===== src/hw/pipePkg.sv =====
`default_nettype none

package pipePkg;

  // Zero is NOP so a cleared stage register is a bubble
  typedef enum logic [3:0] {
    NOP  = 4'h0,
    ADD  = 4'h1,
    SUB  = 4'h2,
    ADDI = 4'h3,
    LDR  = 4'h4,
    STR  = 4'h5,
    B    = 4'h6,
    HALT = 4'h7
  } opcode_t;

  // ADD and SUB combine rn with rm, ADDI adds imm16 to rn
  // LDR and STR address rn + imm16, STR stores rm
  // B jumps to pc + 1 + imm16
  typedef struct packed {
    opcode_t     opcode;
    logic [3:0]  rd;
    logic [3:0]  rn;
    logic [3:0]  rm;
    logic [15:0] imm16;
  } instr_t;

  // One request per bus peer, word addressed
  typedef struct packed {
    logic        valid;
    logic        write;
    logic [15:0] addr;
    logic [31:0] wdata;
  } busReq_t;

  // Execute operand source
  typedef enum logic [1:0] {
    fwdNone = 2'b00,
    fwdWb   = 2'b01,
    fwdMem  = 2'b10
  } fwdSel_t;

  // Core status seen by the hazard unit
  typedef struct packed {
    logic match1EM, match1EW, match2EM, match2EW, match1DE, match2DE;
    logic regWriteM, regWriteW, memToRegE, branchTakenE, haltD, memBusyM;
  } hazardIn_t;

  typedef struct packed {
    fwdSel_t forwardAE;
    fwdSel_t forwardBE;
    logic    stallF, stallD, flushD, flushE;
  } hazardOut_t;

  // Fetch to decode
  typedef struct packed {
    instr_t      instr;
    logic [15:0] pc;
  } decodeReg_t;

  // Decode to execute, operands as read from the register file
  typedef struct packed {
    instr_t      instr;
    logic [15:0] pc;
    logic [31:0] srcA, srcB;
  } executeReg_t;

  typedef struct packed {
    opcode_t     opcode;
    logic [3:0]  rd;
    logic [31:0] aluOut, storeData;
  } memoryReg_t;

  typedef struct packed {
    opcode_t     opcode;
    logic [3:0]  rd;
    logic [31:0] result;
  } writebackReg_t;

endpackage

`default_nettype wire


===== src/hw/hazard.sv =====
`timescale 1ns/10ps
`default_nettype none

module hazard (
  input  wire                     clk,
  input  wire                     rstN,
  input  wire pipePkg::hazardIn_t hzIn,
  output pipePkg::hazardOut_t     hzOut
);

  // Consumer in decode reads the load now in execute
  logic loadUse;
  // Memory stage owns the bus this cycle, fetch is refused
  logic fetchConflict;

  assign loadUse = (hzIn.match1DE | hzIn.match2DE) & hzIn.memToRegE;
  assign fetchConflict = hzIn.memBusyM;

  always_comb begin
    // Newest producer first, memory stage beats writeback
    if (hzIn.match1EM && hzIn.regWriteM) begin
      hzOut.forwardAE = pipePkg::fwdMem;
    end else if (hzIn.match1EW && hzIn.regWriteW) begin
      hzOut.forwardAE = pipePkg::fwdWb;
    end else begin
      hzOut.forwardAE = pipePkg::fwdNone;
    end

    // Same priority for the second source
    if (hzIn.match2EM && hzIn.regWriteM) begin
      hzOut.forwardBE = pipePkg::fwdMem;
    end else if (hzIn.match2EW && hzIn.regWriteW) begin
      hzOut.forwardBE = pipePkg::fwdWb;
    end else begin
      hzOut.forwardBE = pipePkg::fwdNone;
    end

    // Decode holds for load-use, a lost fetch or a decoded HALT
    hzOut.stallD = loadUse | fetchConflict | hzIn.haltD;
    // Fetch holds whenever decode does
    hzOut.stallF = hzOut.stallD;

    // Bubble into execute behind a load, or squash the wrong path
    hzOut.flushE = loadUse | hzIn.branchTakenE;
    // A refused fetch delivers no word, so decode gets a NOP
    // Load-use keeps the decode instruction instead
    hzOut.flushD = hzIn.branchTakenE | (fetchConflict & ~loadUse);
  end

endmodule

`default_nettype wire


===== config.mk =====
export PLATFORM = sky130hd
export DESIGN_NAME = hazard
export DESIGN_NICKNAME = d
export VERILOG_FILES = /design/src/hw/pipePkg.sv /design/src/hw/hazard.sv
export SDC_FILE = /design/constraint.sdc
export NUM_CORES = 1
export LEC_CHECK = 0
export BUFFER_PORTS_ARGS = -buffer_cell sky130_fd_sc_hd__buf_2
export CELL_PAD_IN_SITES_DETAIL_PLACEMENT = 0
export CELL_PAD_IN_SITES_GLOBAL_PLACEMENT = 1
export CORE_AREA = 2 2 39 41
export DETAILED_ROUTE_END_ITERATION = 6
export DIE_AREA = 0 0 41 43
export PLACE_DENSITY_LB_ADDON = 0.08
export SYNTH_ARGS = -nofsm -noshare
export SYNTH_HDL_FRONTEND = slang
export SYNTH_SLANG_ARGS = --single-unit

===== constraint.sdc =====
create_clock -name vclk -period 0.8
set_input_delay 0 -clock vclk [all_inputs]
set_output_delay 0 -clock vclk [all_outputs]
set_load 0.005 [all_outputs]

* Word level (Yosys, flattened, before mapping)
Cells that the tools add are included.
Cells by class: mux-type cells 4, bitwise gates (word level) 8, reduce and logical (&&, ||, !) cells 4
Operator list (count):
- $or 1x1->1 | 5
- $logic_and 1x1->1 | 4
- $mux 2 | 2
- $and 1x1->1 | 2
- $mux 1 | 2
- $not 1->1 | 1
Word-level totals: word-level logic and storage cells 16, register bits 0, output and inout port bits 8

* Longest topological paths before layout
word-level depth 5, depth in mapped cells 3, depth with buffers taken out 2

* Worst setup path before layout
No wires, ideal clock.
kind in2out, start input port hzIn[6] (netlist name), end output port hzOut[3] (netlist name), stages on the path 3, data required time 800 ps, buffers on the path 1, arrival 372 ps, slack 428 ps, path through o21ai_2 nand2_1 buf_4
RTL lines:
- start: declaration | RTL line hazard.sv:7 | input wire pipePkg::hazardIn_t hzIn,
- end: declaration | RTL line hazard.sv:8 | output pipePkg::hazardOut_t hzOut

==> reports/summary.md <==
• Synthesized Nets: 26
• switching share of total power: 39.5%
• 1st-iter DRT viols: 0
• floorplan die width: 41 um
• chip height: 43 um
• accumulated negative setup slack: 0 ns
• internal power: 45.3 uW
• Final Hold Vio Count: 0
• portion of the post-synthesis area used by sequential elements: 0%
• number of buffers added for setup after CTS: 0
• total number of vias: 156
• starting density of the core: 4.70%
• initial antenna violation count: 0
• mean cell area of the mapped netlist: 5.42 um2
• distinct cell type count after synthesis: 7
• post-synthesis cell count: 12
• clock buf count: 0
• Fill cells: 167
• proportion of power drawn by combinational gates: 100.0%
• Detail Route Antenna Nets: 0
• number of global-route vias before repair: 140
• worst min-delay path class: input port to output pin
• YS warnings: 0
• Setup Viol. Count Final: 0
• post-synth design cell area: 65.1 um2
• unrepaired setup endpoints after global routing: no
• crit path DAT: 0.49 ns
• post-detailed-route wirelength per cell: 6.02 um
• Slew headroom: 90.5%
• CP max stage cell: o21ai_2
• Post-Route WL: 283 um
• global-route usage over all layers: 2.90%
• number of remaining DRC errors: 0
• slew at the pin with the worst max-slew slack: 0.142 ns
• longest individual stage delay on the worst path: 0.16 ns
• required arrival time at the worst endpoint: 0.80 ns
• switching pwr: 29.5 uW
• Port Buf Inserts: 20
• Min Clock Period, post-route: 0.487 ns
• hold buffers post-CTS: 0
• worst-case setup margin in the final layout: 0.313 ns
• share of the clock period used by the worst path after layout: 60.8%
• proportion of power drawn by flip-flops and latches: 0%
• Cell Chain, Critical Path: buf_2 -> o21ai_2 -> a21o_1 -> buf_2
• kind of end point of the critical path: output pin
• worst setup path category: input port to output pin
• largest area contributor in the netlist: and2_1
• mean number of vias per cell: 3.32
• PD cells: 421 nW/um2
• dominant cells by area after synthesis: and2_1 (19%), nand2_1 (17%), nor2_1 (17%), o21ai_2 (13%), a21o_1 (12%)
• placement-stage worst setup slack: 0.304 ns
• dominant cell type by count on the critical path: buf_2
• CP bufs+invs: 2
• Clock power frac: 0%
• Area Overhead vs Synth: 173%
• max-cap violations: 0
• number of I/O pins: 22
• critical-path maximum fanout: 3
• remaining global-route overflow: 0
• cell family with most CP delay: compound AO/OA/AOI/OAI gates
• VDD IR-drop max: 0.0000553 V
• Final Slew Violations: 0
• Cell Rows: 14
• area fraction of the dominant cell type after synthesis: 19.2%
• global-route wire length before repair: 386 um
• peak clock frequency supported by timing: 2060 MHz
• outcome: complete, no violations
• quantity of gates resized following cts: 0
• final core utilization: 12.8%
• drt pass-1 iters: 1
• Final Wtd Congestion: 0.577
• combined flip-flop and latch cell area: 0 um2
• layout cells sized above 1: 67.7%
• Critical Path Start Type: input port
• area inside the core boundary: 1380 um2
• static power due to leakage: 0.108 nW
• Layout Nets: 47
• maximum number of pins on one net before global-route repair: 4
• number of antenna repair diodes: 0
• number of flip-flops and latches: 0
• Die Footprint: 1760 um2
• top cells by count, synth: nand2_1 (3), nor2_1 (3), and2_1 (2)
[metal layers]
metal	vias up	track usage, %	share of wire (%)	wire [um]
li1	75	-	-	-
met4	0	0	0	0
met5	-	0	0	0
met2	20	8.44	52	148
met3	0	0	28	80
met1	61	0.633	19	54
[path summary, 6_finish.rpt]
check / slack (ns) / start / end / cells after the start
min: 0.25 / hzIn[2] / hzOut[1] / 3
max: 0.31 / hzIn[6] / hzOut[1] / 4
[through the flow]
stage / std cells / area [um2] / power (mW) / hold slack (ns)
after floorplan: 12 / 65.1 / 0.0276 / 0.0728
after global placement: 47 / 178 / 0.0770 / 0.254
after detailed placement: 47 / 178 / 0.0763 / 0.252
after CTS: 47 / 178 / 0.0766 / 0.253
after global routing: 47 / 178 / 0.0862 / 0.273
final: 47 / 178 / 0.0748 / 0.249
[area by class of cell]
class / instances / area (um2) / share of cell area, %
well taps: 16 / 20.0 / 11.3
multi-input cells: 11 / 57.6 / 32.4
repair buffers: 20 / 100 / 56.3
[kinds of logic after synthesis]
family | after synthesis | synth area share (%)
and+or+nand+nor | 9 | 63.5
buffers and inverters | 1 | 11.5
AOI/OAI and AO/OA | 2 | 25.0
[layout by cell type, fill, tap and decap left out]
master	n
o21ai_2	1
nor2_1	3
nand2_1	3
nand2b_1	1
buf_2	20
and2_1	2
a21o_1	1
[power groups by stage]
stage | logic (mW) | clock network (mW) | registers (mW)
5_1_grt | 0.0862 | 0 | 0
6_report | 0.0748 | 0 | 0
3_5_place_dp | 0.0763 | 0 | 0
2_1_floorplan | 0.0276 | 0 | 0
3_3_place_gp | 0.0770 | 0 | 0
4_1_cts | 0.0766 | 0 | 0
Note: power is estimated with default switching activity, not from simulation.
