**config.mk**
```make
export PLATFORM = sky130hd
export DESIGN_NAME = memArbiter
export DESIGN_NICKNAME = d
export VERILOG_FILES = /design/src/hw/pipePkg.sv /design/src/hw/memArbiter.sv
export SDC_FILE = /design/constraint.sdc
export NUM_CORES = 1
export LEC_CHECK = 0
export BUFFER_PORTS_ARGS = -buffer_cell sky130_fd_sc_hd__buf_2
export CORE_AREA = 2 2 128 130
export DETAILED_ROUTE_END_ITERATION = 10
export DIE_AREA = 0 0 130 132
export PLACE_DENSITY = 0.48
export SYNTH_ARGS = -nofsm -noshare
export SYNTH_HDL_FRONTEND = slang
export SYNTH_SLANG_ARGS = --single-unit
```
**constraint.sdc**
```tcl
create_clock -name vclk -period 0.8
set_input_delay 0.08 -clock vclk [all_inputs]
set_output_delay 0.08 -clock vclk [all_outputs]
set_load 0.01 [all_outputs]
```
**src/hw/pipePkg.sv**
```systemverilog
`default_nettype none

package pipePkg;

  // Zero is NOP so a cleared stage register is a bubble
  typedef enum logic [3:0] {
    NOP  = 4'h0,
    ADD  = 4'h1,
    SUB  = 4'h2,
    ADDI = 4'h3,
    LDR  = 4'h4,
    STR  = 4'h5,
    B    = 4'h6,
    HALT = 4'h7
  } opcode_t;

  // ADD and SUB combine rn with rm, ADDI adds imm16 to rn
  // LDR and STR address rn + imm16, STR stores rm
  // B jumps to pc + 1 + imm16
  typedef struct packed {
    opcode_t     opcode;
    logic [3:0]  rd;
    logic [3:0]  rn;
    logic [3:0]  rm;
    logic [15:0] imm16;
  } instr_t;

  // One request per bus peer, word addressed
  typedef struct packed {
    logic        valid;
    logic        write;
    logic [15:0] addr;
    logic [31:0] wdata;
  } busReq_t;

  // Execute operand source
  typedef enum logic [1:0] {
    fwdNone = 2'b00,
    fwdWb   = 2'b01,
    fwdMem  = 2'b10
  } fwdSel_t;

  // Core status seen by the hazard unit
  typedef struct packed {
    logic match1EM, match1EW, match2EM, match2EW, match1DE, match2DE;
    logic regWriteM, regWriteW, memToRegE, branchTakenE, haltD, memBusyM;
  } hazardIn_t;

  typedef struct packed {
    fwdSel_t forwardAE;
    fwdSel_t forwardBE;
    logic    stallF, stallD, flushD, flushE;
  } hazardOut_t;

  // Fetch to decode
  typedef struct packed {
    instr_t      instr;
    logic [15:0] pc;
  } decodeReg_t;

  // Decode to execute, operands as read from the register file
  typedef struct packed {
    instr_t      instr;
    logic [15:0] pc;
    logic [31:0] srcA, srcB;
  } executeReg_t;

  typedef struct packed {
    opcode_t     opcode;
    logic [3:0]  rd;
    logic [31:0] aluOut, storeData;
  } memoryReg_t;

  typedef struct packed {
    opcode_t     opcode;
    logic [3:0]  rd;
    logic [31:0] result;
  } writebackReg_t;

endpackage

`default_nettype wire

```
**src/hw/memArbiter.sv**
```systemverilog
`timescale 1ns/10ps
`default_nettype none

module memArbiter (
  input  wire pipePkg::busReq_t loadReq,
  input  wire pipePkg::busReq_t dataReq,
  input  wire pipePkg::busReq_t fetchReq,
  output pipePkg::busReq_t      memReq,
  input  wire [31:0]            memRdata,
  output logic [31:0]           loadRdata,
  output logic [31:0]           dataRdata,
  output logic [31:0]           fetchData
);

  // Fixed priority, loader then data port then fetch
  // Loader is only valid while the core is not running
  // Fetch loses silently, the core sees that through memBusyM
  always_comb begin
    loadRdata = '0;
    dataRdata = '0;
    fetchData = '0;

    if (loadReq.valid) begin
      memReq = loadReq;
      loadRdata = memRdata;
    end else if (dataReq.valid) begin
      memReq = dataReq;
      dataRdata = memRdata;
    end else begin
      // Fetch owns the bus by default
      memReq = fetchReq;
      fetchData = memRdata;
    end
  end

endmodule

`default_nettype wire

```
### Yosys cells after proc, flatten, opt, wreduce, memory -nomap -nowiden

Cells that the tools add are included.

| operators by class | value |
|---|---|
| add/sub/neg operators | 0 |
| $mul | 0 |
| divide/modulo/power cells | 0 |
| magnitude comparators | 0 |
| equality and inequality tests | 0 |
| shift-type cells | 0 |
| mux-type cells | 7 |
| bitwise logic cells | 0 |
| reduce and logical (&&, ||, !) cells | 0 |

Operators by type and width:

| kind | number |
|---|---|
| 32-bit two-way mux | 5 |
| 50-bit two-way mux | 2 |

| storage, ports and cells | value |
|---|---|
| register bits | 0 |
| latch bits | 0 |
| bits in writable memories | 0 |
| memory bits (read-only) | 0 |
| input bits | 182 |
| output and inout port bits | 146 |
| logic and storage cells | 7 |
| memories kept | 0 |

### Longest topological paths before layout

| depth | value |
|---|---|
| word-level depth | 2 |
| mapped depth | 4 |
| gate-level depth less buffers | 2 |

### Worst setup path after synthesis

No wires, ideal clock.

| timing | value |
|---|---|
| kind | in2out |
| start | input port dataReq[49] (netlist bit) |
| end | output port memReq[10] (netlist bit) |
| arrival | 763 ps |
| data required time | 720 ps |
| slack | -43 ps |
| stages on the path | 4 |
| path buffers | 2 |
| cell sequence | buf_4 -> buf_6 -> mux2i_1 -> o21ai_0 |

RTL lines:

| item | line | text |
|---|---|---|
| start: declaration | memArbiter.sv:6 | `input wire pipePkg::busReq_t dataReq,` |
| end: declaration | memArbiter.sv:8 | `output pipePkg::busReq_t memReq,` |

### Final worst setup path

| timing | value |
|---|---|
| start | input port dataReq[49] (netlist bit) |
| end | output port dataRdata[22] |

| on the way | value |
|---|---|
| cells in the longest elaborated chain, start to end | 2 |

RTL lines:

| item | line | text |
|---|---|---|
| 32-bit two-way mux | memArbiter.sv:26 | `end else if (dataReq.valid) begin` |
| 32-bit two-way mux | memArbiter.sv:23 | `if (loadReq.valid) begin` |
| end: declaration | memArbiter.sv:11 | `output logic [31:0] dataRdata,` |

Every way passes these cells.

==> results.sh <==
export IMPL_run_status="complete, but fails checks"
export IMPL_violations="negative setup slack"
export IMPL_place_congestion=0.773
export IMPL_grt_max_degree=33
export IMPL_crit_fanout=8
export IMPL_syn_nets=454
export IMPL_die_area_um2=17200
export IMPL_placementRows=46
export IMPL_synth_top_cell_area_share_pct=34.9
export IMPL_post_drt_wl_per_cell_um=14.3
export IMPL_pin_count=328
export IMPL_vias=3175
export IMPL_critical_path_class="in -> out"
export IMPL_antenna_found_initial=0
export IMPL_multi_input_area_um2=1770
export IMPL_yosysSeqAreaShare_pct=0
export IMPL_hold_viol_final=0
export IMPL_start_kind="input pin"
export IMPL_initial_utilization_pct=11.0
export IMPL_hp_class="in -> out"
export IMPL_place_hpwl_um=7780
export IMPL_vdd_ir_drop_max_mv=0.298
export IMPL_final_common_cell="buf_2"
export IMPL_setup_viol=146
export IMPL_port_buffers=328
export IMPL_grt_usage_pct=11.4
export IMPL_hold_buffers=0
export IMPL_synth_cell_types=12
export IMPL_crit_arrival_ns=0.89
export IMPL_synth_area_um2=1720
export IMPL_slew_headroom_pct=87.7
export IMPL_slew_violations=0
export IMPL_die_x_um=130
export IMPL_layout_drive_gt1_share_pct=72.7
export IMPL_syn_to_final_growth_pct=180
export IMPL_worst_pin_slew_ns=0.181
export IMPL_rsz0062_at_grt="true"
export IMPL_synth_top_area_cell="and2_1"
export IMPL_n_sequential_cell=0
export IMPL_cap_violations=0
export IMPL_die_y_um=132
export IMPL_netlist_instances=272
export IMPL_hold_path_depth=3
export IMPL_p_leak_nw=2.68
export IMPL_clock_buffers=0
export IMPL_min_period_ns=0.970
export IMPL_final_seq_area_um2=0
export IMPL_dp_cells=809
export IMPL_crit_required_ns=0.72
export IMPL_timing_final_crit_share_pct=121
export IMPL_fillers=1701
export IMPL_grt_pass1_vias=2895
export IMPL_overflow=0
export IMPL_num_antenna_cells=0
export IMPL_avgSynthCellArea_um2=6.33
export IMPL_endpoint_kind="output pin"
export IMPL_yosys_warnings=0
export IMPL_drc=0
export IMPL_instances_no_fill=827
export IMPL_max_freq_mhz=1030
export IMPL_fin_util_pct=30.6
export IMPL_post_place_ws_ns=-0.306
export IMPL_final_antenna_net_count=0
export IMPL_fin_ws_ns=-0.170
export IMPL_drt_total_wl_um=11900
export IMPL_routed_via_density=3.84
export IMPL_layout_common_cells="262 x buf_2, 68 x buf_6, 63 x and2_4"
export IMPL_synth_area_top_cells="and2_1 35%, mux2i_1 28%, o21ai_0 14%"
export IMPL_drt_iter0_drc=108
export IMPL_power_density_nw_per_um2=559
export IMPL_core_area_um2=15700
export IMPL_first_pass_iters=4
export IMPL_final_nets=795
export IMPL_grt_pass1_wl_um=15400
-- kinds of logic (layout without fill, tap and decap cells) --
family | after synthesis | in the layout | synth area share [%]
buf+inv | 26 | 365 | 10.3
compound gates | 49 | 49 | 14.2
mux | 49 | 49 | 28.5
simple gates | 148 | 148 | 46.9
-- per-stage QoR --
| step | TNS, ns | hold slack [ns] | instance area [um^2] | power [mW] |
|---|---|---|---|---|
| final | -12.52 | 0.441 | 4810 | 2.69 |
| after global routing | -18.52 | 0.456 | 4810 | 2.89 |
| after CTS | -15.58 | 0.441 | 4380 | 2.42 |
| after detailed placement | -23.15 | 0.455 | 3670 | 1.93 |
| after global placement | -23.51 | 0.455 | 3670 | 1.94 |
| after floorplan | -1.24 | 0.262 | 1730 | 0.915 |
-- power breakdown --
group	switching (mW)	total [mW]	leakage [nW]	internal, mW
sequential	0	0	0	0
combinational	1.14	2.69	2.68	1.55
clock	0	0	0	0
-- per-layer routing --
| layer | part of all wire, % | vias to the layer above | track usage [%] |
|---|---|---|---|
| li1 | - | 1582 | - |
| met1 | 39 | 1408 | 13.4 |
| met2 | 55 | 181 | 23.6 |
| met3 | 6.3 | 4 | 0.406 |
| met4 | 0.29 | 0 | 0.179 |
| met5 | 0 | - | 0 |
-- cell type report --
cell class         instances  area share [%]
well taps                216            5.61
multi-input cells        246            36.8
repair buffers           365            57.6
-- synthesized netlist by cell type --
cell type  count
and2_1        96
mux2i_1       49
nand2_1       49
o21ai_0       49
clkbuf_2       9
buf_4          6
buf_6          6
clkbuf_1       4
buf_2          1
nor2_1         1
nor2b_4        1
or3_1          1
-- final timing paths --
path | start | end | slack (ns)
worst max-delay path | dataReq[49] | dataRdata[22] | -0.17
worst min-delay path | fetchReq[49] | memReq[49] | 0.44
-- critical path, stage by stage --
cell and delay (ns):
buf_12 0.11, nor2b_4 0.16, buf_6 0.15, buf_12 0.13, and2_4 0.16, buf_6 0.09
-- repair_timing --
item,CTS,global route
endpoints found under the setup margin,146,146
gates cloned,13,3
buffers inserted,7,0
gates resized for setup,79,105
pin swaps,27,10
(Power assumes the default switching activity.)
