===== config.mk =====
export PLATFORM = sky130hd
export DESIGN_NAME = pipeCore
export DESIGN_NICKNAME = d
export VERILOG_FILES = /design/src/hw/pipePkg.sv /design/src/hw/pipeCore.sv /design/src/hw/regFile.sv
export SDC_FILE = /design/constraint.sdc
export NUM_CORES = 1
export LEC_CHECK = 0
export BUFFER_PORTS_ARGS = -buffer_cell sky130_fd_sc_hd__buf_2
export CAP_MARGIN = 30
export CORE_MARGIN = 5
export CORE_UTILIZATION = 55
export CTS_BUF_LIST = sky130_fd_sc_hd__clkbuf_8
export DETAILED_ROUTE_END_ITERATION = 6
export PLACE_DENSITY_LB_ADDON = 0.12
export SYNTH_ARGS = -nofsm -noshare
export SYNTH_HDL_FRONTEND = slang
export SYNTH_HIERARCHICAL = 1
export SYNTH_SLANG_ARGS = --single-unit

===== constraint.sdc =====
create_clock -name clk -period 6.45 [get_ports clk]
set_input_delay 0.3225 -clock clk [delete_from_list [all_inputs] [get_ports clk]]
set_output_delay 0.3225 -clock clk [all_outputs]
set_load 0.02 [all_outputs]

===== src/hw/pipePkg.sv =====
`default_nettype none

package pipePkg;

  // Zero is NOP so a cleared stage register is a bubble
  typedef enum logic [3:0] {
    NOP  = 4'h0,
    ADD  = 4'h1,
    SUB  = 4'h2,
    ADDI = 4'h3,
    LDR  = 4'h4,
    STR  = 4'h5,
    B    = 4'h6,
    HALT = 4'h7
  } opcode_t;

  // ADD and SUB combine rn with rm, ADDI adds imm16 to rn
  // LDR and STR address rn + imm16, STR stores rm
  // B jumps to pc + 1 + imm16
  typedef struct packed {
    opcode_t     opcode;
    logic [3:0]  rd;
    logic [3:0]  rn;
    logic [3:0]  rm;
    logic [15:0] imm16;
  } instr_t;

  // One request per bus peer, word addressed
  typedef struct packed {
    logic        valid;
    logic        write;
    logic [15:0] addr;
    logic [31:0] wdata;
  } busReq_t;

  // Execute operand source
  typedef enum logic [1:0] {
    fwdNone = 2'b00,
    fwdWb   = 2'b01,
    fwdMem  = 2'b10
  } fwdSel_t;

  // Core status seen by the hazard unit
  typedef struct packed {
    logic match1EM, match1EW, match2EM, match2EW, match1DE, match2DE;
    logic regWriteM, regWriteW, memToRegE, branchTakenE, haltD, memBusyM;
  } hazardIn_t;

  typedef struct packed {
    fwdSel_t forwardAE;
    fwdSel_t forwardBE;
    logic    stallF, stallD, flushD, flushE;
  } hazardOut_t;

  // Fetch to decode
  typedef struct packed {
    instr_t      instr;
    logic [15:0] pc;
  } decodeReg_t;

  // Decode to execute, operands as read from the register file
  typedef struct packed {
    instr_t      instr;
    logic [15:0] pc;
    logic [31:0] srcA, srcB;
  } executeReg_t;

  typedef struct packed {
    opcode_t     opcode;
    logic [3:0]  rd;
    logic [31:0] aluOut, storeData;
  } memoryReg_t;

  typedef struct packed {
    opcode_t     opcode;
    logic [3:0]  rd;
    logic [31:0] result;
  } writebackReg_t;

endpackage

`default_nettype wire


===== src/hw/pipeCore.sv =====
`timescale 1ns/10ps
`default_nettype none

module pipeCore (
  input  wire                      clk,
  input  wire                      rstN,
  input  wire                      run,
  output pipePkg::busReq_t         fetchReq,
  input  wire [31:0]               fetchData,
  output pipePkg::busReq_t         dataReq,
  input  wire [31:0]               dataRdata,
  output pipePkg::hazardIn_t       hzIn,
  input  wire pipePkg::hazardOut_t hzOut,
  output logic                     wbValid,
  output logic [3:0]               wbReg,
  output logic [31:0]              wbData,
  output logic                     halted
);

  pipePkg::decodeReg_t    dReg;
  pipePkg::executeReg_t   eReg;
  pipePkg::memoryReg_t    mReg;
  pipePkg::writebackReg_t wReg;

  logic [15:0] pc;
  logic [15:0] branchTarget;
  logic [31:0] rfData1;
  logic [31:0] rfData2;
  logic [31:0] srcA;
  logic [31:0] srcB;
  logic [31:0] immExt;
  logic [31:0] aluOut;
  logic        memAccess;
  logic        wbWrites;
  logic        haltSeen;

  // Opcodes that retire a register write
  function automatic logic writesReg(input pipePkg::opcode_t op);
    return op == pipePkg::ADD || op == pipePkg::SUB ||
           op == pipePkg::ADDI || op == pipePkg::LDR;
  endfunction

  // Fetch stage
  always_comb begin
    fetchReq.valid = run && !hzOut.stallF;
    fetchReq.write = 1'b0;
    fetchReq.addr  = pc;
    fetchReq.wdata = '0;
  end

  // PC sits at zero until run, a taken branch overrides the fetch stall
  always_ff @(posedge clk or negedge rstN) begin
    if (!rstN) begin
      pc <= '0;
    end else if (!run) begin
      pc <= '0;
    end else if (hzIn.branchTakenE) begin
      pc <= branchTarget;
    end else if (!hzOut.stallF) begin
      pc <= pc + 16'd1;
    end
  end

  // Decode register, flush has priority over stall
  always_ff @(posedge clk or negedge rstN) begin
    if (!rstN) begin
      dReg <= '0;
    end else if (!run || hzOut.flushD) begin
      dReg <= '0;
    end else if (!hzOut.stallD) begin
      dReg.instr <= pipePkg::instr_t'(fetchData);
      dReg.pc    <= pc;
    end
  end

  // Decode stage register reads
  regFile u_regFile (
    .clk    (clk),
    .rstN   (rstN),
    .raddr1 (dReg.instr.rn),
    .raddr2 (dReg.instr.rm),
    .rdata1 (rfData1),
    .rdata2 (rfData2),
    .we     (wbWrites),
    .waddr  (wReg.rd),
    .wdata  (wReg.result)
  );

  always_ff @(posedge clk or negedge rstN) begin
    if (!rstN) begin
      eReg <= '0;
    end else if (hzOut.flushE) begin
      eReg <= '0;
    end else begin
      eReg.instr <= dReg.instr;
      eReg.pc    <= dReg.pc;
      eReg.srcA  <= rfData1;
      eReg.srcB  <= rfData2;
    end
  end

  // Execute operand muxes
  always_comb begin
    case (hzOut.forwardAE)
      pipePkg::fwdMem: srcA = mReg.aluOut;
      pipePkg::fwdWb:  srcA = wReg.result;
      default:         srcA = eReg.srcA;
    endcase
    case (hzOut.forwardBE)
      pipePkg::fwdMem: srcB = mReg.aluOut;
      pipePkg::fwdWb:  srcB = wReg.result;
      default:         srcB = eReg.srcB;
    endcase
  end

  assign immExt = {{16{eReg.instr.imm16[15]}}, eReg.instr.imm16};

  // ALU, immediate form also gives the LDR and STR address
  always_comb begin
    case (eReg.instr.opcode)
      pipePkg::ADD: aluOut = srcA + srcB;
      pipePkg::SUB: aluOut = srcA - srcB;
      default:      aluOut = srcA + immExt;
    endcase
  end

  // Branches are unconditional
  assign branchTarget = eReg.pc + 16'd1 + eReg.instr.imm16;

  always_ff @(posedge clk or negedge rstN) begin
    if (!rstN) begin
      mReg <= '0;
    end else begin
      mReg.opcode    <= eReg.instr.opcode;
      mReg.rd        <= eReg.instr.rd;
      mReg.aluOut    <= aluOut;
      mReg.storeData <= srcB;
    end
  end

  // Memory stage on the data port
  assign memAccess = mReg.opcode == pipePkg::LDR || mReg.opcode == pipePkg::STR;

  always_comb begin
    dataReq.valid = memAccess;
    dataReq.write = mReg.opcode == pipePkg::STR;
    dataReq.addr  = mReg.aluOut[15:0];
    dataReq.wdata = mReg.storeData;
  end

  always_ff @(posedge clk or negedge rstN) begin
    if (!rstN) begin
      wReg <= '0;
    end else begin
      wReg.opcode <= mReg.opcode;
      wReg.rd     <= mReg.rd;
      wReg.result <= (mReg.opcode == pipePkg::LDR) ? dataRdata : mReg.aluOut;
    end
  end

  // Retire trace
  assign wbWrites = writesReg(wReg.opcode);
  assign wbValid  = wbWrites;
  assign wbReg    = wReg.rd;
  assign wbData   = wReg.result;

  // Sticky once HALT has been in writeback
  always_ff @(posedge clk or negedge rstN) begin
    if (!rstN) begin
      haltSeen <= 1'b0;
    end else if (wReg.opcode == pipePkg::HALT) begin
      haltSeen <= 1'b1;
    end
  end

  assign halted = haltSeen || wReg.opcode == pipePkg::HALT;

  // Register matches and stage status for the hazard unit
  always_comb begin
    hzIn.match1EM     = eReg.instr.rn == mReg.rd;
    hzIn.match1EW     = eReg.instr.rn == wReg.rd;
    hzIn.match2EM     = eReg.instr.rm == mReg.rd;
    hzIn.match2EW     = eReg.instr.rm == wReg.rd;
    hzIn.match1DE     = dReg.instr.rn == eReg.instr.rd;
    hzIn.match2DE     = dReg.instr.rm == eReg.instr.rd;
    hzIn.regWriteM    = writesReg(mReg.opcode);
    hzIn.regWriteW    = wbWrites;
    hzIn.memToRegE    = eReg.instr.opcode == pipePkg::LDR;
    hzIn.branchTakenE = eReg.instr.opcode == pipePkg::B;
    // A HALT past decode keeps fetch frozen even after a refused fetch
    hzIn.haltD        = dReg.instr.opcode == pipePkg::HALT ||
                        eReg.instr.opcode == pipePkg::HALT ||
                        mReg.opcode == pipePkg::HALT || halted;
    hzIn.memBusyM     = memAccess;
  end

endmodule

`default_nettype wire


===== src/hw/regFile.sv =====
`timescale 1ns/10ps
`default_nettype none

module regFile (
  input  wire         clk,
  input  wire         rstN,
  input  wire  [3:0]  raddr1,
  input  wire  [3:0]  raddr2,
  output logic [31:0] rdata1,
  output logic [31:0] rdata2,
  input  wire         we,
  input  wire  [3:0]  waddr,
  input  wire  [31:0] wdata
);

  logic [31:0] regs [16];

  always_ff @(posedge clk or negedge rstN) begin
    if (!rstN) begin
      for (int i = 0; i < 16; i++) begin
        regs[i] <= '0;
      end
    end else if (we) begin
      regs[waddr] <= wdata;
    end
  end

  // Writeback value reaches decode in the same cycle
  assign rdata1 = (we && waddr == raddr1) ? wdata : regs[raddr1];
  assign rdata2 = (we && waddr == raddr2) ? wdata : regs[raddr2];

endmodule

`default_nettype wire


======== Word level (Yosys, flattened, before mapping) ========
Cells that the tools add are included.
cells by class
  $add $sub $neg .......................... 6
  order comparisons ....................... 4
  eq/ne operators ......................... 31
  mux-type cells .......................... 21
  bitwise gates (word level) .............. 3
  reduce and logical (&&, ||, !) cells .... 18
operators by type and width
  kind                                                       number
  bitwise mux 512 bit                                        1
  binary-select mux 32 bit (select 4 bit)                    2
  two-way mux 32 bit                                         8
  one-hot mux 32 bit (2 select lines)                        3
  demux 32 bit (select 4 bit)                                1
  two-way mux 112 bit                                        1
  two-way mux 48 bit                                         2
  adder 32 bit                                               2
  two-way mux 16 bit                                         3
  == test 4 x 3 -> 1 bit (second input constant)             9
  adder 16 x 1 -> 16 bit (second input constant)             2
  == test 4 bit                                              8
  subtractor 32 bit                                          1
  == test 4 x 2 -> 1 bit (second input constant)             5
  adder 16 bit                                               1
  greater-or-equal comparator 5 bit (second input constant)  3
  inverter 4 -> 5 bit                                        3
  == test 4 x 1 -> 1 bit (second input constant)             3
  logical OR 1 bit                                           12
  < comparator 5 x 1 -> 1 bit (second input constant)        1
  == test 2 x 1 -> 1 bit (second input constant)             2
  == test 2 bit (second input constant)                      2
  logical AND 1 bit                                          4
  inequality test 3 bit (second input constant)              1
  other kinds (2)                                            3
word-level totals
  flip-flop bits (word level) ............. 801
  output and inout bits ................... 150
  logic and storage cells ................. 122

======== Longest topological paths before layout ========
Gate-level depths: netlist of run 1.
  depth after elaboration ................. 7
  depth in mapped cells ................... 23
  mapped depth without buffers ............ 21

======== Hierarchy ========
The synthesis of run 1 kept the hierarchy.
by module, submodules not included
  module    instances  cells an instance  area each (um^2)  sequential area each (um^2)
  regFile   1          1756               27337.5           12812.3
  pipeCore  1          1572               15941.5           7231.9

======== Worst setup path before layout of run 1 ========
Ideal clock, no wire load.
  path type ............................... input-to-reg
  start point ............................. input hzOut[4] (netlist bit)
  end point ............................... register mReg[62] (netlist bit)
  setup time .............................. 0.126 ns
  arrival ................................. 5.231 ns
  slack ................................... 1.092 ns
  stages .................................. 23
  path buffers ............................ 2
  path through ............................ inv_1 > ha_1 > buf_6 > buf_4 > a221oi_1 > or2_2 > ha_1 > o221ai_1 > nor3_2 > nand2_1 > or4_4 > nor2_1 > xnor2_1 > a221o_1 > ha_1 > nand2_1 > nor3_1 > a221o_1 > o21a_1 > or4b_1 > a211oi_1 > nor4_1 > a311o_1
on the way
  word-level cells in the longest chain between the ends .. 4
  elaborated cells on any way between the ends .. 6
  classes of those cells .................. add/sub (2); eq/ne (2); mux (2)
RTL lines
  what                                                            line                              RTL
  start, declared                                                 pipeCore.sv:13                    input wire pipePkg::hazardOut_t hzOut,
  == test 2 x 1 -> 1 bit / == test 2 bit (equally long branches)  pipeCore.sv:109                   case (hzOut.forwardBE)
  one-hot mux 32 bit (2 select lines) (*)                         pipeCore.sv:109
  subtractor 32 bit / adder 32 bit (equally long branches)        pipeCore.sv:122, pipeCore.sv:121
  one-hot mux 32 bit (2 select lines) (*)                         pipeCore.sv:120                   case (eReg.instr.opcode)
  named net aluOut[30]                                            pipeCore.sv:32                    logic [31:0] aluOut;
  end, declared                                                   pipeCore.sv:22                    pipePkg::memoryReg_t mReg;
Mark *: on every way through the listed nets, which the timed path passes. The rest lies on a longest branch.
A chain may end at the register's enable or synchronous reset.

======== Final worst setup path of run 1 ========
  start point ............................. register wReg, in the netlist wbData[0]
  end point ............................... register mReg[62] (netlist bit)
on the way
  word-level cells in the longest chain between the ends .. 3
  elaborated cells on any way between the ends .. 6
  classes of those cells .................. add/sub (3); mux (3)
RTL lines
  what                                                           line                              RTL
  start, declared                                                pipeCore.sv:23                    pipePkg::writebackReg_t wReg;
  one-hot mux 32 bit (2 select lines), on equally long branches  pipeCore.sv:104, pipeCore.sv:109
  adder 32 bit, or another cell as far along                     pipeCore.sv:123                   default: aluOut = srcA + immExt;
  one-hot mux 32 bit (2 select lines) (*)                        pipeCore.sv:120
  named net aluOut[30]                                           pipeCore.sv:32
Marked as above.

==> results of run 1 <==
-- where the power goes --
part           switching, W  internal (W)  leakage [nW]  total, W
logic               0.00208       0.00172          10.1   0.00379
registers           0.00108       0.00561          10.8   0.00669
clock network       0.00224       0.00258          1.65   0.00482
total               0.00540       0.00990          22.6    0.0153
-- worst paths after layout --
check	start	to	slack, ps	cells after the start
setup / recovery	wbData[0]$_DFF_PN0_	mReg[62]$_DFF_PN0_	500	18
hold / removal	hzOut[0]	eReg[65]$_DFF_PN0_	100	2
setup reg to reg	wbData[0]$_DFF_PN0_	mReg[62]$_DFF_PN0_	500	18
hold reg to reg	mReg[71]$_DFF_PN0_	wReg[39]$_DFF_PN0_	430	0
max in group asynchronous	rstN	u_regFile/regs[230]$_DFFE_PN0P_	4520	4
min in group asynchronous	rstN	dReg[19]$_DFFE_PN0P_	150	2
-- final cells by class --
cell class / instances / share of cell area, %
flip-flops and latches: 801 / 41.6
clock buffers: 183 / 5.23
repair buffers: 322 / 4.71
clock inverters: 67 / 0.857
well taps: 1040 / 2.70
diodes: 1 / 0.00520
inverters: 38 / 0.296
multi-input cells: 2159 / 44.6
-- kinds of logic after synthesis --
kind of cell / after synthesis / synth area share [%]
muxes: 920 / 30.5
and+or+nand+nor: 598 / 7.01
DFF: 801 / 46.3
AOI/OAI and AO/OA: 429 / 7.14
xor gates and xnor gates: 120 / 2.43
buffers and inverters: 400 / 4.86
adders and majority gates: 59 / 1.74
other: 1 / 0.00866
-- registers in the layout, summed over array words and instances, names as in the netlist --
register	cells
wbReg	4
mReg	24
eReg	112
dReg	48
pc	16
haltSeen	1
wReg	4
dataReq	48
wbData	32
u_regFile/regs	512
-- per-layer routing --
| metal | vias up | share of wire, % |
|---|---|---|
| met1 | 15605 | 43 |
| met4 | 0 | 3.1 |
| met3 | 289 | 7.9 |
| li1 | 12532 | - |
| met5 | - | 0 |
| met2 | 1353 | 46 |
-- what timing repair did --
action                     in CTS  in global routing
hold buffers                   67                  0
setup endpoints to repair       0                  0
hold endpoints to repair      173                  0
-- layout by cell type, fill, tap and decap left out, types with 9 or more instances in the layout --
cell	count
dfrtp_1	797
mux2_2	607
mux4_2	258
buf_2	190
clkbuf_8	183
nand2_1	182
a22oi_1	177
nor2b_1	137
nor2_1	118
inv_1	74
dlygate4sd3_1	67
xor2_1	62
o21ai_0	58
xnor2_1	58
ha_1	55
mux2i_1	54
buf_4	53
a21oi_1	43
conb_1	33
nor3_1	31
o21a_1	22
nand3_1	18
and3_1	14
a221o_1	13
nor4_1	12
o21ai_1	10
a222oi_1	10
clkinv_2	10
or2_2	9
a21o_1	9
a211oi_1	9
buf_12	9
-- worst max-delay path: stages (launching register included) --
cell	delay [ps]
dfrtp_1	660
a221oi_1	470
or2_2	200
ha_1	190
o221ai_1	200
nor3_2	230
nand2_1	200
or4_4	560
xnor2_1	150
a211o_1	360
ha_1	350
nand4_1	200
nor3_1	80
a221o_1	350
o21a_1	210
or4b_1	540
a211oi_1	440
nor4_1	90
a311o_1	330
-- per-stage QoR --
stage	power [W]	std cells
6_report	0.0153	4611
4_1_cts	0.0153	4610
5_1_grt	0.0160	4611
3_3_place_gp	0.0104	4290
2_1_floorplan	0.00916	3360
3_5_place_dp	0.0104	4293
==> flow_metrics.tcl, run 1 <==
set metrics [dict create \
    initial_utilization_pct 55.7 \
    ys_top_cells_by_count "dfrtp_1, mux2_2, mux4_2" \
    die_y_microns 291 \
    antenna_left 0 \
    ys_top_cells_by_area "dfrtp_1, mux2_2, mux4_2" \
    synth_warnings 6 \
    drt_iter0_drc 2739 \
    cts-root-buf "clkbuf_8" \
    grt_setup_unrepaired "no" \
    cp.required_ps 7130 \
    ctsResizeCount 0 \
    synth_flop_cell "dfrtp_1" \
    fmax_ghz 0.168 \
    setup-violations-final 0 \
    drive_above_1_share_pct 39.1 \
    use_met1_pct 43.8 \
    pin_count 225 \
    maxSlewViolCount 0 \
    hold_viol 0 \
    status "complete, no violations" \
    cp_max_fo 21 \
    async_reset_ff_share_pct 100 \
    cts_setup_buffers 0 \
    clock_path_buffers 3 \
    final_area_sq_um 48200 \
    tightestPinTransition_ps 1020 \
    cts_sinks 801 \
    synth_edf_count 0 \
    netlist_instances 3328 \
    multi_input_area_sq_um 21500 \
    post-route-period-util_pct 92.3 \
    ff_latch_area_sq_um 20100 \
    yosysUniqueCellTypes 77 \
    grt_antenna_before_repair 2 \
    irDropWorstVdd_mv 0.170 \
    path_clk_slew_ps 60 \
    finalClockSkew_ps 51.1 \
    ys_ff_latch 801 \
    routed_wl_mm 132 \
    fp-row-count 102 \
    grt_pass1_wl_mm 199 \
    n_fill_cell 5968 \
    synth_top_area_share_pct 46.3 \
    period_needed_ps 5950 \
    numCtsBuffers 143 \
    port_buffers 191 \
    area_growth_pct 11.3 \
    use_met2_pct 48.2 \
    p_leak_nw 22.6 \
    grt_pass1_vias 31322 \
    worstPathArrival_ps 6630 \
    insertion_delay_ps 820 \
    syn_avg_cell_area_sq_um 13.0 \
    drv_cap 0 \
    wl_per_cell_microns 28.6 \
    hold_slack_ps 97.1 \
    hp-class "input pin to flop" \
    synth_largest_area_cell "dfrtp_1" \
    die_w_microns 291 \
    critPathLaunchType "flop" \
    cp-end-kind "flop" \
    worstSetupPathType "flop to flop" \
    drt_pre_antenna_iters 6 \
    tritoncts "done" \
    final_util_pct 62.0 \
    gr-usage-all-layers_pct 30.8 \
    drc 0 \
    max_slew_margin_pct 32.0 \
    setup_slack_ps 497 \
    busiest_layer "met2" \
    grt_max_degree 180 \
    cellPowerDensity_nw_per_um2 318 \
    yosysMostFrequentCell "dfrtp_1" \
    place_area_sq_um 44600 \
    netlist_area_sq_um 43300 \
    place_ws_ps 542 \
    die-area_sq_um 84400 \
    num_vias 29779 \
    cts_max_level 4 \
    vias_per_cell 6.46 \
    fin_nets 3599 \
    synth_sequential_area_ratio_pct 46.3 \
    gp_congestion 0.938 \
    finalSetupTns_ps 0 \
    core_sq_um 77700 \
    dp.final_hpwl_mm 81.7 \
    gr-total-overflow 0 \
    met3_usage_pct 6.34 \
]
(Power assumes the default switching activity.)
==> run 2: changes to the inputs <==
RECOVER_POWER = 50   (was unset)
==> flow_metrics.tcl, run 2 (same netlist as run 1, synthesis figures left out) <==
set metrics [dict create \
    worstPathArrival_ps 6590 \
    cellPowerDensity_nw_per_um2 318 \
    drt_iter0_drc 2564 \
    hold_depth 5 \
    initial_utilization_pct 55.7 \
    critPathLaunchType "flop" \
    post-route-period-util_pct 91.7 \
    layout_commonest_cell "dfrtp_1" \
    fin_nets 3599 \
    wl_per_cell_microns 28.5 \
    mostFrequentLayoutCells "dfrtp_1, mux2_2, mux4_2, clkbuf_8, nand2_1" \
    grt_antenna_before_repair 2 \
    hold_viol 0 \
    cp-end-kind "flop" \
    antenna_left 0 \
    violations "max-capacitance violations, max-slew violations" \
    numCtsBuffers 143 \
    vias_per_cell 6.44 \
    setup-violations-final 0 \
    area_growth_pct 11.0 \
    routed_wl_mm 132 \
    r2r_start "wbData[0]$_DFF_PN0_" \
    clock_path_buffers 3 \
    gp_congestion 0.938 \
    cts_setup_buffers 0 \
    grt_pass1_vias 31322 \
    cts-root-buf "clkbuf_8" \
    n_fill_cell 6003 \
    final_util_pct 61.8 \
    setup_slack_ps 535 \
    drt_pre_antenna_iters 6 \
    grt_pass1_wl_mm 199 \
    grt_max_degree 180 \
    core_sq_um 77700 \
    regMostFlops "u_regFile/regs" \
    finalClockSkew_ps 50.8 \
    tritoncts "done" \
    status "finished with violations" \
    gr-total-overflow 0 \
    hp-class "input pin to flop" \
    max_slew_margin_pct -233 \
    die-area_sq_um 84400 \
    cp.required_ps 7120 \
    p_leak_nw 22.3 \
    cts_sinks 801 \
    drv_cap 4 \
    hold_slack_ps 241 \
    die_w_microns 291 \
    r2r_slack_ps 530 \
    maxSlewViolCount 238 \
    path_clk_slew_ps 60 \
    dp.final_hpwl_mm 81.7 \
    num_vias 29675 \
    finalSetupTns_ps 0 \
    tightestPinTransition_ps 4990 \
    die_y_microns 291 \
    drc 0 \
    reg_top3 "u_regFile/regs x512, eReg x112" \
    place_area_sq_um 44600 \
    fmax_ghz 0.169 \
    place_ws_ps 542 \
    cts_max_level 4 \
    largest_register_ffs 512 \
    cp_max_fo 21 \
    hold_path_startpoint "hzOut[5]" \
    final_area_sq_um 48000 \
    pin_count 225 \
    worstSetupPathType "flop to flop" \
    hold_path_end "dataReq[1]$_DFF_PN0_" \
    irDropWorstVdd_mv 0.167 \
    period_needed_ps 5920 \
    insertion_delay_ps 810 \
    worstReg2RegEnd "mReg[62]$_DFF_PN0_" \
    port_buffers 191 \
    ctsResizeCount 0 \
    gr-usage-all-layers_pct 30.8 \
    drive_above_1_share_pct 36.9 \
    grt_setup_unrepaired "no" \
    fp-row-count 102 \
    rr_worst_depth 18 \
]
[run 2: changes by cell type in the layout (fill, tap and decap cells not counted), sizes merged]
cell / change
dlymetal6s4s: +1
clkbuf: +72
buf: -73
[run 2: what timing repair did]
item | 4_1_cts | 5_1_grt
hold buffers | 67 | 0
setup endpoints to repair | 0 | 0
endpoints found under the hold margin | 173 | 0
[run 2: metal layers]
metal	global-route usage, %	wire, microns	vias to the layer above
met3	6.34	10000	277
met4	9.98	4000	0
met5	0	0	-
met1	43.8	56400	15586
li1	-	-	12545
met2	48.2	61200	1267
[run 2: worst max path at each step]
stage,startpoint,end,slack (ps),cells after the start
2_1_floorplan,hzOut[4],mReg[62]$_DFF_PN0_,1090,23
3_3_place_gp,hzOut[4],mReg[62]$_DFF_PN0_,600,21
3_5_place_dp,hzOut[4],mReg[62]$_DFF_PN0_,540,21
4_1_cts,wbData[0]$_DFF_PN0_,mReg[62]$_DFF_PN0_,600,18
5_1_grt,wbData[0]$_DFF_PN0_,mReg[60]$_DFF_PN0_,210,19
6_report,wbData[0]$_DFF_PN0_,mReg[62]$_DFF_PN0_,530,18
[run 2: worst max-delay path, cell delays in order, from the launching register on]
cell      delay, ps
dfrtp_1         660
a221oi_1        480
or2_2           200
ha_1            190
o221ai_1        200
nor3_2          230
nand2_1         190
or4_4           550
xnor2_1         150
a211o_1         370
ha_1            350
nand4_1         180
nor3_1           80
a221o_1         350
o21a_1          210
or4b_1          550
a211oi_1        430
nor4_1           90
a311o_1         330
[run 2: final cells by class]
cell class                      count  area [sq um]  share of cell area (%)
Inverter                           38           143                   0.297
Antenna cell                        1          2.50                 0.00521
Multi-Input combinational cell   2159         21400                    44.6
Clock inverter                     67           413                   0.860
Tap cell                         1040          1300                    2.71
Clock buffer                      183          2520                    5.24
Timing Repair Buffer              322          2160                    4.50
Sequential cell                   801         20100                    41.8
[run 2: stage by stage]
stage,instances,power [W]
after global placement,4290,0.0104
final,4611,0.0153
after global routing,4611,0.0159
after floorplan,3360,0.00916
after CTS,4610,0.0153
after detailed placement,4293,0.0104
[run 2: power breakdown]
part | leakage [nW] | switching [W] | total (W) | internal (W)
sequential | 10.8 | 0.00108 | 0.00669 | 0.00561
clock | 1.65 | 0.00224 | 0.00482 | 0.00258
combinational | 9.87 | 0.00207 | 0.00375 | 0.00168
total | 22.3 | 0.00539 | 0.0153 | 0.00987
==> run 3: changes to the inputs <==
CTS_CLUSTER_SIZE = 25   (was unset)
PLACE_DENSITY = 0.72   (was unset)
PLACE_DENSITY_LB_ADDON = unset   (was 0.12)
==> flow_metrics.tcl, run 3 (same netlist as run 1, synthesis figures left out) <==
set metrics [dict create \
    cts-root-buf "clkbuf_8" \
    worstSetupPathType "flop to flop" \
    initial_utilization_pct 55.7 \
    gp_congestion 0.952 \
    max_slew_margin_pct -236 \
    grt_pass1_wl_mm 197 \
    ctsResizeCount 0 \
    maxSlewViolCount 254 \
    cellPowerDensity_nw_per_um2 317 \
    routed_wl_mm 131 \
    cp_slowest_cell "dfrtp_1" \
    slowest_delay_ps 640 \
    drt_pre_antenna_iters 6 \
    setup-violations-final 0 \
    clkPwrFrac_pct 31.1 \
    hold_slack_ps 207 \
    cp-end-kind "flop" \
    met3_usage_pct 7.12 \
    cts_max_level 4 \
    hold_viol 0 \
    cp.required_ps 7110 \
    crit_chain "a221oi_1, or2_2, ha_1, o221ai_1, nor3_2, nand2_1, or4_4, nor2_1, xnor2_1, a221o_1, ha_1, nand2_1, nor3_1, a221o_1, o21a_1, or4b_1, a211oi_1, nor4_1, a311o_1" \
    netSwitchingFraction_pct 34.9 \
    period_needed_ps 5880 \
    r2r_start "wbData[1]$_DFF_PN0_" \
    insertion_delay_ps 790 \
    cts_sinks 801 \
    seq_power_share_pct 43.8 \
    antenna_left 0 \
    violations "max-capacitance violations, max-slew violations" \
    numCtsBuffers 138 \
    num_vias 29980 \
    reg_top3 "u_regFile/regs x512, eReg x112" \
    grt_pass1_vias 31292 \
    busiest_layer "met2" \
    dp.final_hpwl_mm 80.2 \
    pin_count 225 \
    hold_path_startpoint "hzOut[1]" \
    hp-class "input pin to flop" \
    final_area_sq_um 47800 \
    combPwrFrac_pct 25.1 \
    grt_antenna_before_repair 3 \
    intPower_w 0.00986 \
    fin_nets 3590 \
    finalSetupTns_ps 0 \
    use_met1_pct 42.0 \
    critPathLaunchType "flop" \
    irDropWorstVdd_mv 0.223 \
    post-route-period-util_pct 91.1 \
    core_sq_um 77700 \
    timing.critical_path.from "wbData[1]$_DFF_PN0_" \
    fp-row-count 102 \
    vias_per_cell 6.52 \
    largest_register_ffs 512 \
    finalClockSkew_ps 40.1 \
    drv_cap 4 \
    grt_setup_unrepaired "no" \
    power_switching_w 0.00529 \
    drt_iter0_drc 3321 \
    die_w_microns 291 \
    tritoncts "done" \
    port_buffers 191 \
    place_area_sq_um 44500 \
    drive_above_1_share_pct 36.2 \
    die-area_sq_um 84400 \
    layout_commonest_cell "dfrtp_1" \
    status "finished with violations" \
    die_y_microns 291 \
    cp_max_fo 21 \
    area_growth_pct 10.6 \
    grt_max_degree 203 \
    mostFrequentLayoutCells "dfrtp_1, mux2_2, mux4_2, nand2_1, a22oi_1" \
    fmax_ghz 0.170 \
    regMostFlops "u_regFile/regs" \
    path_clk_slew_ps 70 \
    drc 0 \
    clock_path_buffers 3 \
    tightestPinTransition_ps 5040 \
    gr-usage-all-layers_pct 30.5 \
    gr-total-overflow 0 \
    wl_per_cell_microns 28.4 \
    worstPathArrival_ps 6540 \
    p_leak_nw 22.2 \
    use_met2_pct 48.0 \
    n_fill_cell 5934 \
]
run 3: cell types whose count changed in the layout (fill, tap and decap cells not counted), moves of 3 or more:
cell	change
clkbuf_1	+7
clkbuf_8	-7
inv_1	+6
buf_2	-4
clkinv_2	-4
buf_4	-3
bufinv_16	+3
clkbuf_2	-3
clkinv_8	-3
clkinvlp_4	+3
run 3: worst max-delay path: cells and delay by family (launching register included):
family | cells | cell delay (ps)
compound gates | 7 | 2300
simple gates | 9 | 2200
flops | 1 | 640
fa+ha+maj | 2 | 530
xor+xnor | 1 | 80
run 3: metal layers:
| metal | vias to the layer above | part of all wire [%] |
|---|---|---|
| li1 | 12480 | - |
| met1 | 15683 | 40 |
| met2 | 1509 | 47 |
| met3 | 308 | 8.9 |
| met4 | 0 | 3.8 |
| met5 | - | 0 |
run 3: area by class of cell:
type	instances	area (sq um)	area share, %
flip-flops and latches	801	20100	41.9
clock buffers	176	2420	5.06
inverters	38	143	0.298
multi-input cells	2159	21400	44.7
diodes	1	2.50	0.00523
well taps	1040	1300	2.72
clock inverters	68	415	0.868
repair buffers	318	2090	4.38
run 3: worst paths after layout:
path	end	slack [ps]	cells after the start
max reg2reg	mReg[62]$_DFF_PN0_	570	19
min in group asynchronous	eReg[70]$_DFF_PN0_	2050	2
min	dReg[3]$_DFFE_PN0P_	210	3
min reg2reg	wReg[39]$_DFF_PN0_	430	0
max in group asynchronous	mReg[60]$_DFF_PN0_	1510	2
max	mReg[62]$_DFF_PN0_	570	19
run 3: metrics by stage:
| step | std cells | setup WS, ps | utilization, % | power (W) |
|---|---|---|---|---|
| 2_1_floorplan | 3360 | 1090 | - | 0.00916 |
| 3_3_place_gp | 4284 | 511 | 57.2 | 0.0103 |
| 3_5_place_dp | 4286 | 407 | 57.2 | 0.0104 |
| 4_1_cts | 4598 | 673 | 61.7 | 0.0152 |
| 5_1_grt | 4601 | 313 | 61.6 | 0.0158 |
| 6_report | 4601 | 574 | 61.6 | 0.0151 |
run 3: repair_timing:
| action | CTS | global route |
|---|---|---|
| endpoints found under the hold margin | 204 | 0 |
| hold buffers | 68 | 0 |
| buffers inserted | 0 | 0 |
run 3: power groups by stage:
stage          clock network [W]  logic (W)  registers (W)
4_1_cts                  0.00478    0.00382        0.00660
6_report                 0.00471    0.00380        0.00664
5_1_grt                  0.00502    0.00409        0.00670
2_1_floorplan                  0    0.00307        0.00609
3_5_place_dp                   0    0.00376        0.00668
3_3_place_gp                   0    0.00371        0.00662
